**config.mk**
```make
export PLATFORM = sky130hd
export DESIGN_NAME = tiny_core
export DESIGN_NICKNAME = d
export VERILOG_FILES = /design/src/logic/core_pkg.sv /design/src/logic/ib_if.sv /design/src/logic/tiny_core.sv /design/src/logic/execute_unit.sv /design/src/logic/register_file.sv /design/src/logic/instruction_buffer.sv /design/src/logic/fetch_unit.sv
export SDC_FILE = /design/constraint.sdc
export NUM_CORES = 2
export LEC_CHECK = 0
export BUFFER_PORTS_ARGS = -buffer_cell sky130_fd_sc_hd__buf_4
export CAP_MARGIN = 20
export CORE_UTILIZATION = 40
export CTS_BUF_LIST = sky130_fd_sc_hd__clkbuf_2
export CTS_CLUSTER_DIAMETER = 50
export DETAILED_ROUTE_END_ITERATION = 7
export PLACE_DENSITY = 0.55
export SETUP_SLACK_MARGIN = 0.2
export SLEW_MARGIN = 20
export SYNTH_ARGS = -nofsm -noshare
export SYNTH_HDL_FRONTEND = slang
export SYNTH_SLANG_ARGS = --single-unit
export TNS_END_PERCENT = 20
```
**constraint.sdc**
```tcl
create_clock -name clk -period 10 [get_ports clk]
set_input_delay 0.5 -clock clk [delete_from_list [all_inputs] [get_ports clk]]
set_output_delay 0.5 -clock clk [all_outputs]
set_load 0.01 [all_outputs]
```
**src/logic/core_pkg.sv**
```systemverilog
// shared constants and the instruction word layout for the small rv32i core
// every block refers to these by scoped name and none of them imports the package
// the testbench also builds its programs from the opcode and funct codes here
`default_nettype none

package core_pkg;

    localparam int xlen   = 32;       // data and address width
    localparam int reg_aw = 5;        // register index width, 32 architectural registers

    localparam logic [xlen-1:0] reset_pc = '0;    // address of the first fetch
    localparam logic [xlen-1:0] pc_step  = 4;     // every instruction word is four bytes

    // instruction buffer geometry
    localparam int ib_depth = 4;
    localparam int ib_ptr_w = $clog2(ib_depth);
    localparam logic [ib_ptr_w-1:0] ib_last = ib_ptr_w'(ib_depth - 1);    // last slot index
    localparam logic [ib_ptr_w:0]   ib_full = (ib_ptr_w + 1)'(ib_depth);  // occupancy when full

    // major opcodes that the execute unit understands
    localparam logic [6:0] op_reg = 7'b0110011;
    localparam logic [6:0] op_imm = 7'b0010011;
    localparam logic [6:0] op_lui = 7'b0110111;

    // funct3 codes are shared by the register and the immediate forms
    localparam logic [2:0] f3_add = 3'b000;
    localparam logic [2:0] f3_sll = 3'b001;
    localparam logic [2:0] f3_slt = 3'b010;
    localparam logic [2:0] f3_xor = 3'b100;
    localparam logic [2:0] f3_srl = 3'b101;
    localparam logic [2:0] f3_or  = 3'b110;
    localparam logic [2:0] f3_and = 3'b111;

    localparam logic [6:0] f7_alt = 7'b0100000;   // turns ADD into SUB

    // one 32-bit word seen either as an R-type or as an I-type instruction
    // the top 20 bits hold the LUI immediate in both views
    typedef union packed {
        struct packed {
            logic [6:0]        funct7;
            logic [reg_aw-1:0] rs2;
            logic [reg_aw-1:0] rs1;
            logic [2:0]        funct3;
            logic [reg_aw-1:0] rd;
            logic [6:0]        opcode;
        } r_type;
        struct packed {
            logic [11:0]       imm;
            logic [reg_aw-1:0] rs1;
            logic [2:0]        funct3;
            logic [reg_aw-1:0] rd;
            logic [6:0]        opcode;
        } i_type;
    } instr_t;

endpackage

`default_nettype wire
```
**src/logic/ib_if.sv**
```systemverilog
// instruction packet link between fetch, the instruction buffer and execute
// the writer holds pc and instr stable from the rise of valid until ready is seen
// a packet moves on each rising edge with valid and ready both high
`timescale 1ns/1ps
`default_nettype none

interface ib_if;

    logic [core_pkg::xlen-1:0] pc;      // address the word was fetched from
    core_pkg::instr_t          instr;   // the raw instruction word
    logic                      valid;   // writer has a packet on the link
    logic                      ready;   // reader takes the packet on this edge

    // producer side of the link
    modport writer (
        output pc,
        output instr,
        output valid,
        input  ready
    );

    // consumer side of the link
    modport reader (
        input  pc,
        input  instr,
        input  valid,
        output ready
    );

endinterface

`default_nettype wire

```
**src/logic/tiny_core.sv**
```systemverilog
// top level of the small in-order rv32i core
// fetch reads instruction memory over Wishbone and feeds the buffer, which feeds execute
// the retire port reports every completed instruction and halt holds back issue
`timescale 1ns/1ps
`default_nettype none

module tiny_core (
    input  wire logic                      clk,
    input  wire logic                      rst_n,
    input  wire logic                      halt,
    output logic                           wb_cyc,
    output logic                           wb_stb,
    output logic [core_pkg::xlen-1:0]      wb_adr,
    input  wire logic [core_pkg::xlen-1:0] wb_dat_r,
    input  wire logic                      wb_ack,
    output logic                           retire_valid,
    output logic [core_pkg::xlen-1:0]      retire_pc,
    output logic [core_pkg::reg_aw-1:0]    retire_rd,
    output logic [core_pkg::xlen-1:0]      retire_data,
    output logic                           illegal_instruction
);

    ib_if fetch_ib ();   // fetch to buffer
    ib_if issue_ib ();   // buffer to execute

    logic                        space_free;
    logic [core_pkg::reg_aw-1:0] rs1_addr;
    logic [core_pkg::reg_aw-1:0] rs2_addr;
    logic [core_pkg::xlen-1:0]   rs1_data;
    logic [core_pkg::xlen-1:0]   rs2_data;
    logic                        rf_we;
    logic [core_pkg::reg_aw-1:0] rf_rd;
    logic [core_pkg::xlen-1:0]   rf_data;

    // front end
    fetch_unit u_fetch (
        .clk, .rst_n, .wb_cyc, .wb_stb, .wb_adr, .wb_dat_r, .wb_ack, .space_free,
        .ib (fetch_ib.writer)
    );

    instruction_buffer u_ib (
        .clk, .rst_n, .space_free,
        .in_side  (fetch_ib.reader),
        .out_side (issue_ib.writer)
    );

    // execute and writeback
    register_file u_rf (
        .clk, .rst_n, .rs1_addr, .rs2_addr, .rs1_data, .rs2_data,
        .we (rf_we), .rd_addr (rf_rd), .rd_data (rf_data)
    );

    execute_unit u_exec (
        .clk, .rst_n, .halt,
        .ib (issue_ib.reader),
        .rs1_addr, .rs2_addr, .rs1_data, .rs2_data, .rf_we, .rf_rd, .rf_data,
        .retire_valid, .retire_pc, .retire_rd, .retire_data, .illegal_instruction
    );

endmodule

`default_nettype wire

```
**src/logic/execute_unit.sv**
```systemverilog
// single-stage decode and execute for the supported rv32i integer subset
// takes one packet per cycle unless halted and registers the result one cycle later
// the result register drives both the retire report and the register file write
`timescale 1ns/1ps
`default_nettype none

module execute_unit (
    input  wire logic                        clk,
    input  wire logic                        rst_n,
    input  wire logic                        halt,
    ib_if.reader                             ib,
    output logic [core_pkg::reg_aw-1:0]      rs1_addr,
    output logic [core_pkg::reg_aw-1:0]      rs2_addr,
    input  wire logic [core_pkg::xlen-1:0]   rs1_data,
    input  wire logic [core_pkg::xlen-1:0]   rs2_data,
    output logic                             rf_we,
    output logic [core_pkg::reg_aw-1:0]      rf_rd,
    output logic [core_pkg::xlen-1:0]        rf_data,
    output logic                             retire_valid,
    output logic [core_pkg::xlen-1:0]        retire_pc,
    output logic [core_pkg::reg_aw-1:0]      retire_rd,
    output logic [core_pkg::xlen-1:0]        retire_data,
    output logic                             illegal_instruction
);

    core_pkg::instr_t          w;
    logic                      accept;
    logic                      is_reg;
    logic                      is_imm;
    logic                      is_lui;
    logic                      f3_known;     // funct3 is one of the seven supported codes
    logic                      is_shift;
    logic                      legal;
    logic                      alu_sub;
    logic [core_pkg::xlen-1:0] imm_i;
    logic [core_pkg::xlen-1:0] lui_val;
    logic [core_pkg::xlen-1:0] src1;
    logic [core_pkg::xlen-1:0] src2;
    logic [core_pkg::xlen-1:0] op_b;
    logic [core_pkg::xlen-1:0] alu_out;
    logic [core_pkg::xlen-1:0] result;

    // result register
    logic                        res_valid;
    logic                        res_illegal;
    logic [core_pkg::xlen-1:0]   res_pc;
    logic [core_pkg::reg_aw-1:0] res_rd;
    logic [core_pkg::xlen-1:0]   res_data;

    assign ib.ready = !halt;              // halt is the only thing that stalls issue
    assign accept   = ib.valid && !halt;
    assign w        = ib.instr;

    assign is_reg = (w.r_type.opcode == core_pkg::op_reg);
    assign is_imm = (w.r_type.opcode == core_pkg::op_imm);
    assign is_lui = (w.r_type.opcode == core_pkg::op_lui);

    assign is_shift = (w.i_type.funct3 == core_pkg::f3_sll) ||
                      (w.i_type.funct3 == core_pkg::f3_srl);
    assign f3_known = (w.i_type.funct3 != 3'b011);   // only SLTU is missing from the set
    assign alu_sub  = is_reg && (w.r_type.funct7 == core_pkg::f7_alt);

    // for shift immediates the top seven immediate bits sit in the funct7 field
    always_comb begin
        legal = is_lui;
        if (is_reg) begin
            legal = f3_known && ((w.r_type.funct7 == '0) ||
                    (alu_sub && (w.r_type.funct3 == core_pkg::f3_add)));
        end else if (is_imm) begin
            legal = f3_known && (!is_shift || (w.r_type.funct7 == '0));
        end
    end

    assign imm_i   = {{(core_pkg::xlen - 12){w.i_type.imm[11]}}, w.i_type.imm};
    assign lui_val = {w.i_type.imm, w.i_type.rs1, w.i_type.funct3, 12'b0};

    assign rs1_addr = w.r_type.rs1;
    assign rs2_addr = w.r_type.rs2;   // harmless read for immediate forms

    // forward the pending result when it targets a source, x0 never matches
    assign src1 = (res_valid && (res_rd != '0) && (res_rd == rs1_addr)) ? res_data : rs1_data;
    assign src2 = (res_valid && (res_rd != '0) && (res_rd == rs2_addr)) ? res_data : rs2_data;
    assign op_b = is_reg ? src2 : imm_i;

    always_comb begin
        case (w.i_type.funct3)
            core_pkg::f3_add: alu_out = alu_sub ? (src1 - op_b) : (src1 + op_b);
            core_pkg::f3_sll: alu_out = src1 << op_b[4:0];
            core_pkg::f3_slt: alu_out = {{(core_pkg::xlen - 1){1'b0}},
                                         ($signed(src1) < $signed(op_b))};
            core_pkg::f3_xor: alu_out = src1 ^ op_b;
            core_pkg::f3_srl: alu_out = src1 >> op_b[4:0];   // logical shift only
            core_pkg::f3_or:  alu_out = src1 | op_b;
            core_pkg::f3_and: alu_out = src1 & op_b;
            default:          alu_out = '0;
        endcase
    end

    assign result = is_lui ? lui_val : alu_out;

    always_ff @(posedge clk or negedge rst_n) begin
        if (!rst_n) begin
            res_valid   <= 1'b0;
            res_illegal <= 1'b0;
        end else begin
            res_valid   <= accept;           // one retire per accepted packet
            res_illegal <= accept && !legal;
        end
    end

    // an illegal word reports rd as zero so it neither writes nor forwards
    always_ff @(posedge clk) begin
        if (accept) begin
            res_pc   <= ib.pc;
            res_rd   <= legal ? w.i_type.rd : '0;
            res_data <= legal ? result : '0;
        end
    end

    assign rf_we   = res_valid && !res_illegal;
    assign rf_rd   = res_rd;
    assign rf_data = res_data;

    assign retire_valid        = res_valid;
    assign retire_pc           = res_pc;
    assign retire_rd           = res_rd;
    assign retire_data         = res_data;
    assign illegal_instruction = res_illegal;

endmodule

`default_nettype wire

```
**src/logic/register_file.sv**
```systemverilog
// integer register file with two asynchronous read ports and one write port
// x0 is not stored and always reads as zero
`timescale 1ns/1ps
`default_nettype none

module register_file (
    input  wire logic                        clk,
    input  wire logic                        rst_n,
    input  wire logic [core_pkg::reg_aw-1:0] rs1_addr,
    input  wire logic [core_pkg::reg_aw-1:0] rs2_addr,
    output logic [core_pkg::xlen-1:0]        rs1_data,
    output logic [core_pkg::xlen-1:0]        rs2_data,
    input  wire logic                        we,
    input  wire logic [core_pkg::reg_aw-1:0] rd_addr,
    input  wire logic [core_pkg::xlen-1:0]   rd_data
);

    // x1 up to x31 only
    logic [core_pkg::xlen-1:0] regs [1:(2**core_pkg::reg_aw)-1];

    always_ff @(posedge clk or negedge rst_n) begin
        if (!rst_n) begin
            for (int i = 1; i < 2**core_pkg::reg_aw; i++) begin
                regs[i] <= '0;             // every register starts at zero
            end
        end else if (we && (rd_addr != '0)) begin
            regs[rd_addr] <= rd_data;      // a write aimed at x0 is dropped
        end
    end

    // reads see the value from before a write on the same edge
    assign rs1_data = (rs1_addr == '0) ? '0 : regs[rs1_addr];
    assign rs2_data = (rs2_addr == '0) ? '0 : regs[rs2_addr];

endmodule

`default_nettype wire

```
**src/logic/instruction_buffer.sv**
```systemverilog
// circular FIFO of fetched instruction packets between fetch and execute
// both sides use the valid/ready handshake of ib_if
// space_free tells the fetch unit it may start a read without overrunning the buffer
`timescale 1ns/1ps
`default_nettype none

module instruction_buffer (
    input  wire logic clk,
    input  wire logic rst_n,
    ib_if.reader      in_side,       // from the fetch unit
    ib_if.writer      out_side,      // to the execute unit
    output logic      space_free
);

    logic [core_pkg::xlen-1:0]     pc_mem    [core_pkg::ib_depth];
    core_pkg::instr_t              instr_mem [core_pkg::ib_depth];
    logic [core_pkg::ib_ptr_w-1:0] wr_ptr;
    logic [core_pkg::ib_ptr_w-1:0] rd_ptr;
    logic [core_pkg::ib_ptr_w:0]   count;       // packets currently held
    logic [core_pkg::ib_ptr_w:0]   free_slots;
    logic                          push;
    logic                          pop;

    assign push = in_side.valid && in_side.ready;
    assign pop  = out_side.valid && out_side.ready;

    assign in_side.ready = (count != core_pkg::ib_full);   // low only when every slot is taken
    assign free_slots    = core_pkg::ib_full - count;
    assign space_free    = (free_slots >= 2);   // one slot may already be claimed by fetch

    // the oldest packet is always presented at the output
    assign out_side.valid = (count != '0);
    assign out_side.pc    = pc_mem[rd_ptr];
    assign out_side.instr = instr_mem[rd_ptr];

    // storage needs no reset because count says which slots are live
    always_ff @(posedge clk) begin
        if (push) begin
            pc_mem[wr_ptr]    <= in_side.pc;
            instr_mem[wr_ptr] <= in_side.instr;
        end
    end

    always_ff @(posedge clk or negedge rst_n) begin
        if (!rst_n) begin
            wr_ptr <= '0;
            rd_ptr <= '0;
            count  <= '0;
        end else begin
            if (push) begin
                wr_ptr <= (wr_ptr == core_pkg::ib_last) ? '0 : wr_ptr + 1'b1;
            end
            if (pop) begin
                rd_ptr <= (rd_ptr == core_pkg::ib_last) ? '0 : rd_ptr + 1'b1;
            end
            case ({push, pop})
                2'b10:   count <= count + 1'b1;
                2'b01:   count <= count - 1'b1;
                default: count <= count;    // idle, or one in and one out
            endcase
        end
    end

endmodule

`default_nettype wire

```
**src/logic/fetch_unit.sv**
```systemverilog
// instruction fetch master on a read-only Wishbone classic bus
// runs one read at a time and hands each word with its pc to the instruction buffer
// a read only starts when the buffer has room for it beyond any packet still waiting here
`timescale 1ns/1ps
`default_nettype none

module fetch_unit (
    input  wire logic                      clk,
    input  wire logic                      rst_n,
    output logic                           wb_cyc,
    output logic                           wb_stb,
    output logic [core_pkg::xlen-1:0]      wb_adr,
    input  wire logic [core_pkg::xlen-1:0] wb_dat_r,
    input  wire logic                      wb_ack,
    input  wire logic                      space_free,   // buffer has two or more free slots
    ib_if.writer                           ib
);

    logic                      busy;        // a bus cycle is open
    logic                      start;       // open a new bus cycle on this edge
    logic                      done;        // the open bus cycle ends on this edge
    logic [core_pkg::xlen-1:0] fetch_pc;    // address of the word being read or read next

    // one-entry output register toward the buffer
    logic                      pkt_valid;
    logic [core_pkg::xlen-1:0] pkt_pc;
    core_pkg::instr_t          pkt_instr;

    // two free slots leave room for the word in flight and for a packet still held here
    assign start = !busy && space_free;
    assign done  = busy && wb_ack;     // an ack outside a cycle is ignored

    // cyc and stb are the same flop since this master never holds the bus idle
    assign wb_cyc = busy;
    assign wb_stb = busy;
    assign wb_adr = fetch_pc;          // stable for the whole cycle because it only moves on done

    always_ff @(posedge clk or negedge rst_n) begin
        if (!rst_n) begin
            busy     <= 1'b0;
            fetch_pc <= core_pkg::reset_pc;
        end else if (start) begin
            busy <= 1'b1;              // stb rises in the next cycle
        end else if (done) begin
            busy     <= 1'b0;          // drop cyc and stb right after the ack
            fetch_pc <= fetch_pc + core_pkg::pc_step;
        end
    end

    // the packet is valid toward the buffer in the cycle after the ack
    always_ff @(posedge clk or negedge rst_n) begin
        if (!rst_n) begin
            pkt_valid <= 1'b0;
        end else if (done) begin
            pkt_valid <= 1'b1;
        end else if (ib.ready) begin
            pkt_valid <= 1'b0;         // taken by the buffer on this edge
        end
    end

    // payload only loads on an ack, so it stays put while valid waits for ready
    always_ff @(posedge clk) begin
        if (done) begin
            pkt_pc    <= fetch_pc;
            pkt_instr <= core_pkg::instr_t'(wb_dat_r);
        end
    end

    assign ib.valid = pkt_valid;
    assign ib.pc    = pkt_pc;
    assign ib.instr = pkt_instr;

endmodule

`default_nettype wire

```
==> impl_metrics.json <==
{
  "cts_htree_levels": 5,
  "critical_path_at_ns": 10.46,
  "num-nets-final": 7382,
  "fin_skew_ns": 0.197,
  "final_hold_viol_count": 0,
  "boundaryPins": 141,
  "grt.overflow.total": 0,
  "top_cell_family_by_delay_on_the_critical_path": "compound AO/OA/AOI/OAI gates",
  "cp_num_buf_inv": 1,
  "globalplace.congestion": 1.02,
  "via_count": 63700,
  "post-route-min-period_ns": 8.95,
  "run_status": "finished, final reports clean",
  "post_synth_inst_count": 6984,
  "crit_chain": "mux4_4, xnor2_1, nand4_2, o31ai_1, a2111oi_0, o31a_1, nor2_1, ha_1, o21ai_0, a21oi_1, o21ai_0, o311ai_0, a2111oi_0, buf_4, o31ai_1, xnor2_1, nor2_1, a2111oi_0, a41oi_1",
  "post-synth-top-area-cell": "sky130_fd_sc_hd__dfrtp_1",
  "post_cts.resized_instances": 0,
  "post_synth_most_frequent_cells": "sky130_fd_sc_hd__dfrtp_1, sky130_fd_sc_hd__nand2_1, sky130_fd_sc_hd__mux2_2",
  "worst_pin_slew_ns": 1.25,
  "synth_top_area_share_pct": 32.8,
  "cts.clk_slew.worst_paths_ns": 0.11,
  "avgViaCountPerCell": 6.28,
  "crit_top_cell": "sky130_fd_sc_hd__a2111oi_0",
  "path_depth": 19,
  "cell_total_after_placement": 9365,
  "yosys_warnings": 0,
  "crit_path_max_incr_delay_ns": 1.10,
  "floorplan.die.width_um": 446,
  "dieArea_um2": 199000,
  "post_drt_wl_per_cell_um": 31.3,
  "ys.flop_type": "sky130_fd_sc_hd__dfrtp_1",
  "grt_max_degree": 158,
  "hp-class": "in -> reg",
  "critical_path.startpoint_type": "register",
  "port_buffers": 136,
  "grt_setup_unrepaired": "false",
  "timing_startpoint_of_the_critical_path": "u_ib.rd_ptr[0]",
  "via_count_of_the_first_global_routing_pass": 63200,
  "synth_sequential_area_ratio_pct": 47.2,
  "crit-reg2reg-launch": "u_ib.rd_ptr[0]",
  "fp-row-count": 162,
  "timing.critical_path.slowest_stage_cell": "sky130_fd_sc_hd__mux4_4",
  "timing.final.max_slew_violations": 0,
  "synth_most_common_cell": "sky130_fd_sc_hd__dfrtp_1",
  "rr_endpoint": "u_exec.retire_data[16]",
  "drive_gt1_share_pct": 26.9,
  "layout_worst_path_cycle_share_pct": 89.5,
  "post-route-drc-count": 0,
  "postRouteWirelength_um": 318000,
  "cts_made_buffers": 387,
  "post_synth.cell_area_avg_um2": 11.3,
  "area_growth_syn_to_layout_pct": 10.3,
  "maxCapViolations": 0,
  "synth_top_cells_by_area": "sky130_fd_sc_hd__dfrtp_1, sky130_fd_sc_hd__edfxtp_1, sky130_fd_sc_hd__mux2_2",
  "cts_setup_buffers": 0,
  "achievable-frequency_ghz": 0.112,
  "setup_viol_count_final": 0,
  "chipHeight_um": 446,
  "synth_area_um2": 78800,
  "timing.critical_path.to_type": "register",
  "grtUsageTotal_pct": 31.6,
  "worst-path-max-fanout": 43,
  "max_slew_margin_pct": 17.0,
  "endpoint": "u_exec.retire_data[16]",
  "cts_tree": "yes",
  "synth-seq-cells": 1410,
  "preCtsSetupSlack_ns": 1.36,
  "final_cell_count_no_fill": 10100,
  "required_ns": 11.51,
  "cts_root_buffer": "sky130_fd_sc_hd__clkbuf_2",
  "grt_pass1_wl_um": 457000,
  "postCtsHoldBufs": 105,
  "worstSkewPairLatency_ns": 1.84,
  "drtAntennaViolNets": 0,
  "antenna_found_initial": 12,
  "number_of_enable_type_register_cells_in_the_synthesized_netlist": 377,
  "drtPass1Iterations": 6,
  "reg2reg_setup_slack_ns": 1.05,
  "worst_r2r_path_depth": 19,
  "final.setup.tns_ns": 0,
  "synth.distinct_cells": 106,
  "iter_0_drt_violations": 7882,
  "tritoncts_num_sinks": 1410,
  "worst-setup-path-type": "reg -> reg",
  "timing.final.ws_setup_ns": 1.05,
  "floorplan.initialDensity_pct": 40.3,
  "clock_tree.buffer_depth": 4,
  "place_hpwl_um": 196000,
  "core-area_um2": 195000,
  "fraction_of_registers_with_async_set_reset_pct": 73.3
}
worst min-delay path by stage:
| stage | slack, ns | cells after the start | to | start |
|---|---|---|---|---|
| CTS | 0.03 | 6 | u_fetch.wb_adr[5] | wb_ack |
| detailed placement | 0.46 | 2 | u_fetch.ib.valid | u_fetch.ib.valid |
| floorplan | 0.20 | 0 | u_exec.illegal_instruction | rst_n |
| finish | 0.22 | 6 | u_fetch.wb_adr[5] | wb_ack |
| global placement | 0.45 | 2 | u_fetch.ib.valid | u_fetch.ib.valid |
| global route | 0.13 | 6 | u_fetch.wb_adr[5] | wb_ack |
cell type report:
| class | count | area [um^2] |
|---|---|---|
| repair buffers | 479 | 4020 |
| well taps | 2624 | 3280 |
| inverters | 130 | 493 |
| flip-flops and latches | 1410 | 37200 |
| clock inverters | 95 | 372 |
| diodes | 13 | 32.5 |
| clock buffers | 562 | 2810 |
| multi-input cells | 4827 | 38700 |
| fillers | 18700 | 109000 |
metrics by stage:
step                area (um^2)  utilization [%]  hold WS (ns)
finish                    86900             44.5         0.223
global route              86900             44.5         0.132
CTS                       86900             44.5        0.0292
detailed placement        82600             42.3         0.457
global placement          82600             42.3         0.454
floorplan                 78800                -         0.204
worst min-delay path, stage by stage:
cell and delay [ns]:
sky130_fd_sc_hd__dlygate4sd3_1 0.53, sky130_fd_sc_hd__buf_4 0.12, sky130_fd_sc_hd__dlygate4sd3_1 0.54, sky130_fd_sc_hd__nand2_1 0.13, sky130_fd_sc_hd__nor2_1 0.11, sky130_fd_sc_hd__xor2_1 0.13
state kept, by name, summed over array words and instances, names as in the netlist, 3 cells and up:
name,count
u_rf.regs,992
u_ib.count,3
u_fetch.ib.instr,32
u_ib.instr_mem,128
u_exec.retire_pc,30
u_ib.pc_mem,120
u_fetch.wb_adr,30
u_fetch.ib.pc,30
u_exec.retire_rd,5
u_exec.retire_data,32
placed cells by master (no fill, tap or decap), types with 186 or more instances in the layout:
cell,synthesis,final
sky130_fd_sc_hd__clkbuf_2,0,562
sky130_fd_sc_hd__dfrtp_1,1033,1031
sky130_fd_sc_hd__buf_4,46,362
sky130_fd_sc_hd__a21oi_1,187,186
sky130_fd_sc_hd__mux2i_1,526,524
sky130_fd_sc_hd__nand2_1,1013,997
sky130_fd_sc_hd__mux4_2,310,302
sky130_fd_sc_hd__mux2_2,642,638
sky130_fd_sc_hd__o21ai_0,571,570
sky130_fd_sc_hd__edfxtp_1,377,377
cells by family after synthesis:
group / count (synthesis) / synth area share (%)
flip-flops: 1410 / 47.2
AO/OA/AOI/OAI: 1430 / 11.7
XOR/XNOR: 61 / 0.688
adder cells (fa/ha/maj): 111 / 1.79
buffers and inverters: 750 / 4.13
AND/OR/NAND/NOR: 1738 / 9.67
multiplexers: 1483 / 24.8
other: 1 / 0.00476
metal layers:
layer | up-vias | part of all wire [%] | GRT usage (%)
met4 | 8 | 5.5 | 16.2
met1 | 32400 | 40 | 41.8
met2 | 3744 | 44 | 48.0
met3 | 914 | 9.9 | 7.89
li1 | 26600 | - | -
met5 | - | 0.017 | 0
Power is not shown: default switching activity piles up to over one toggle a cycle in this logic, so the estimate is an artifact.
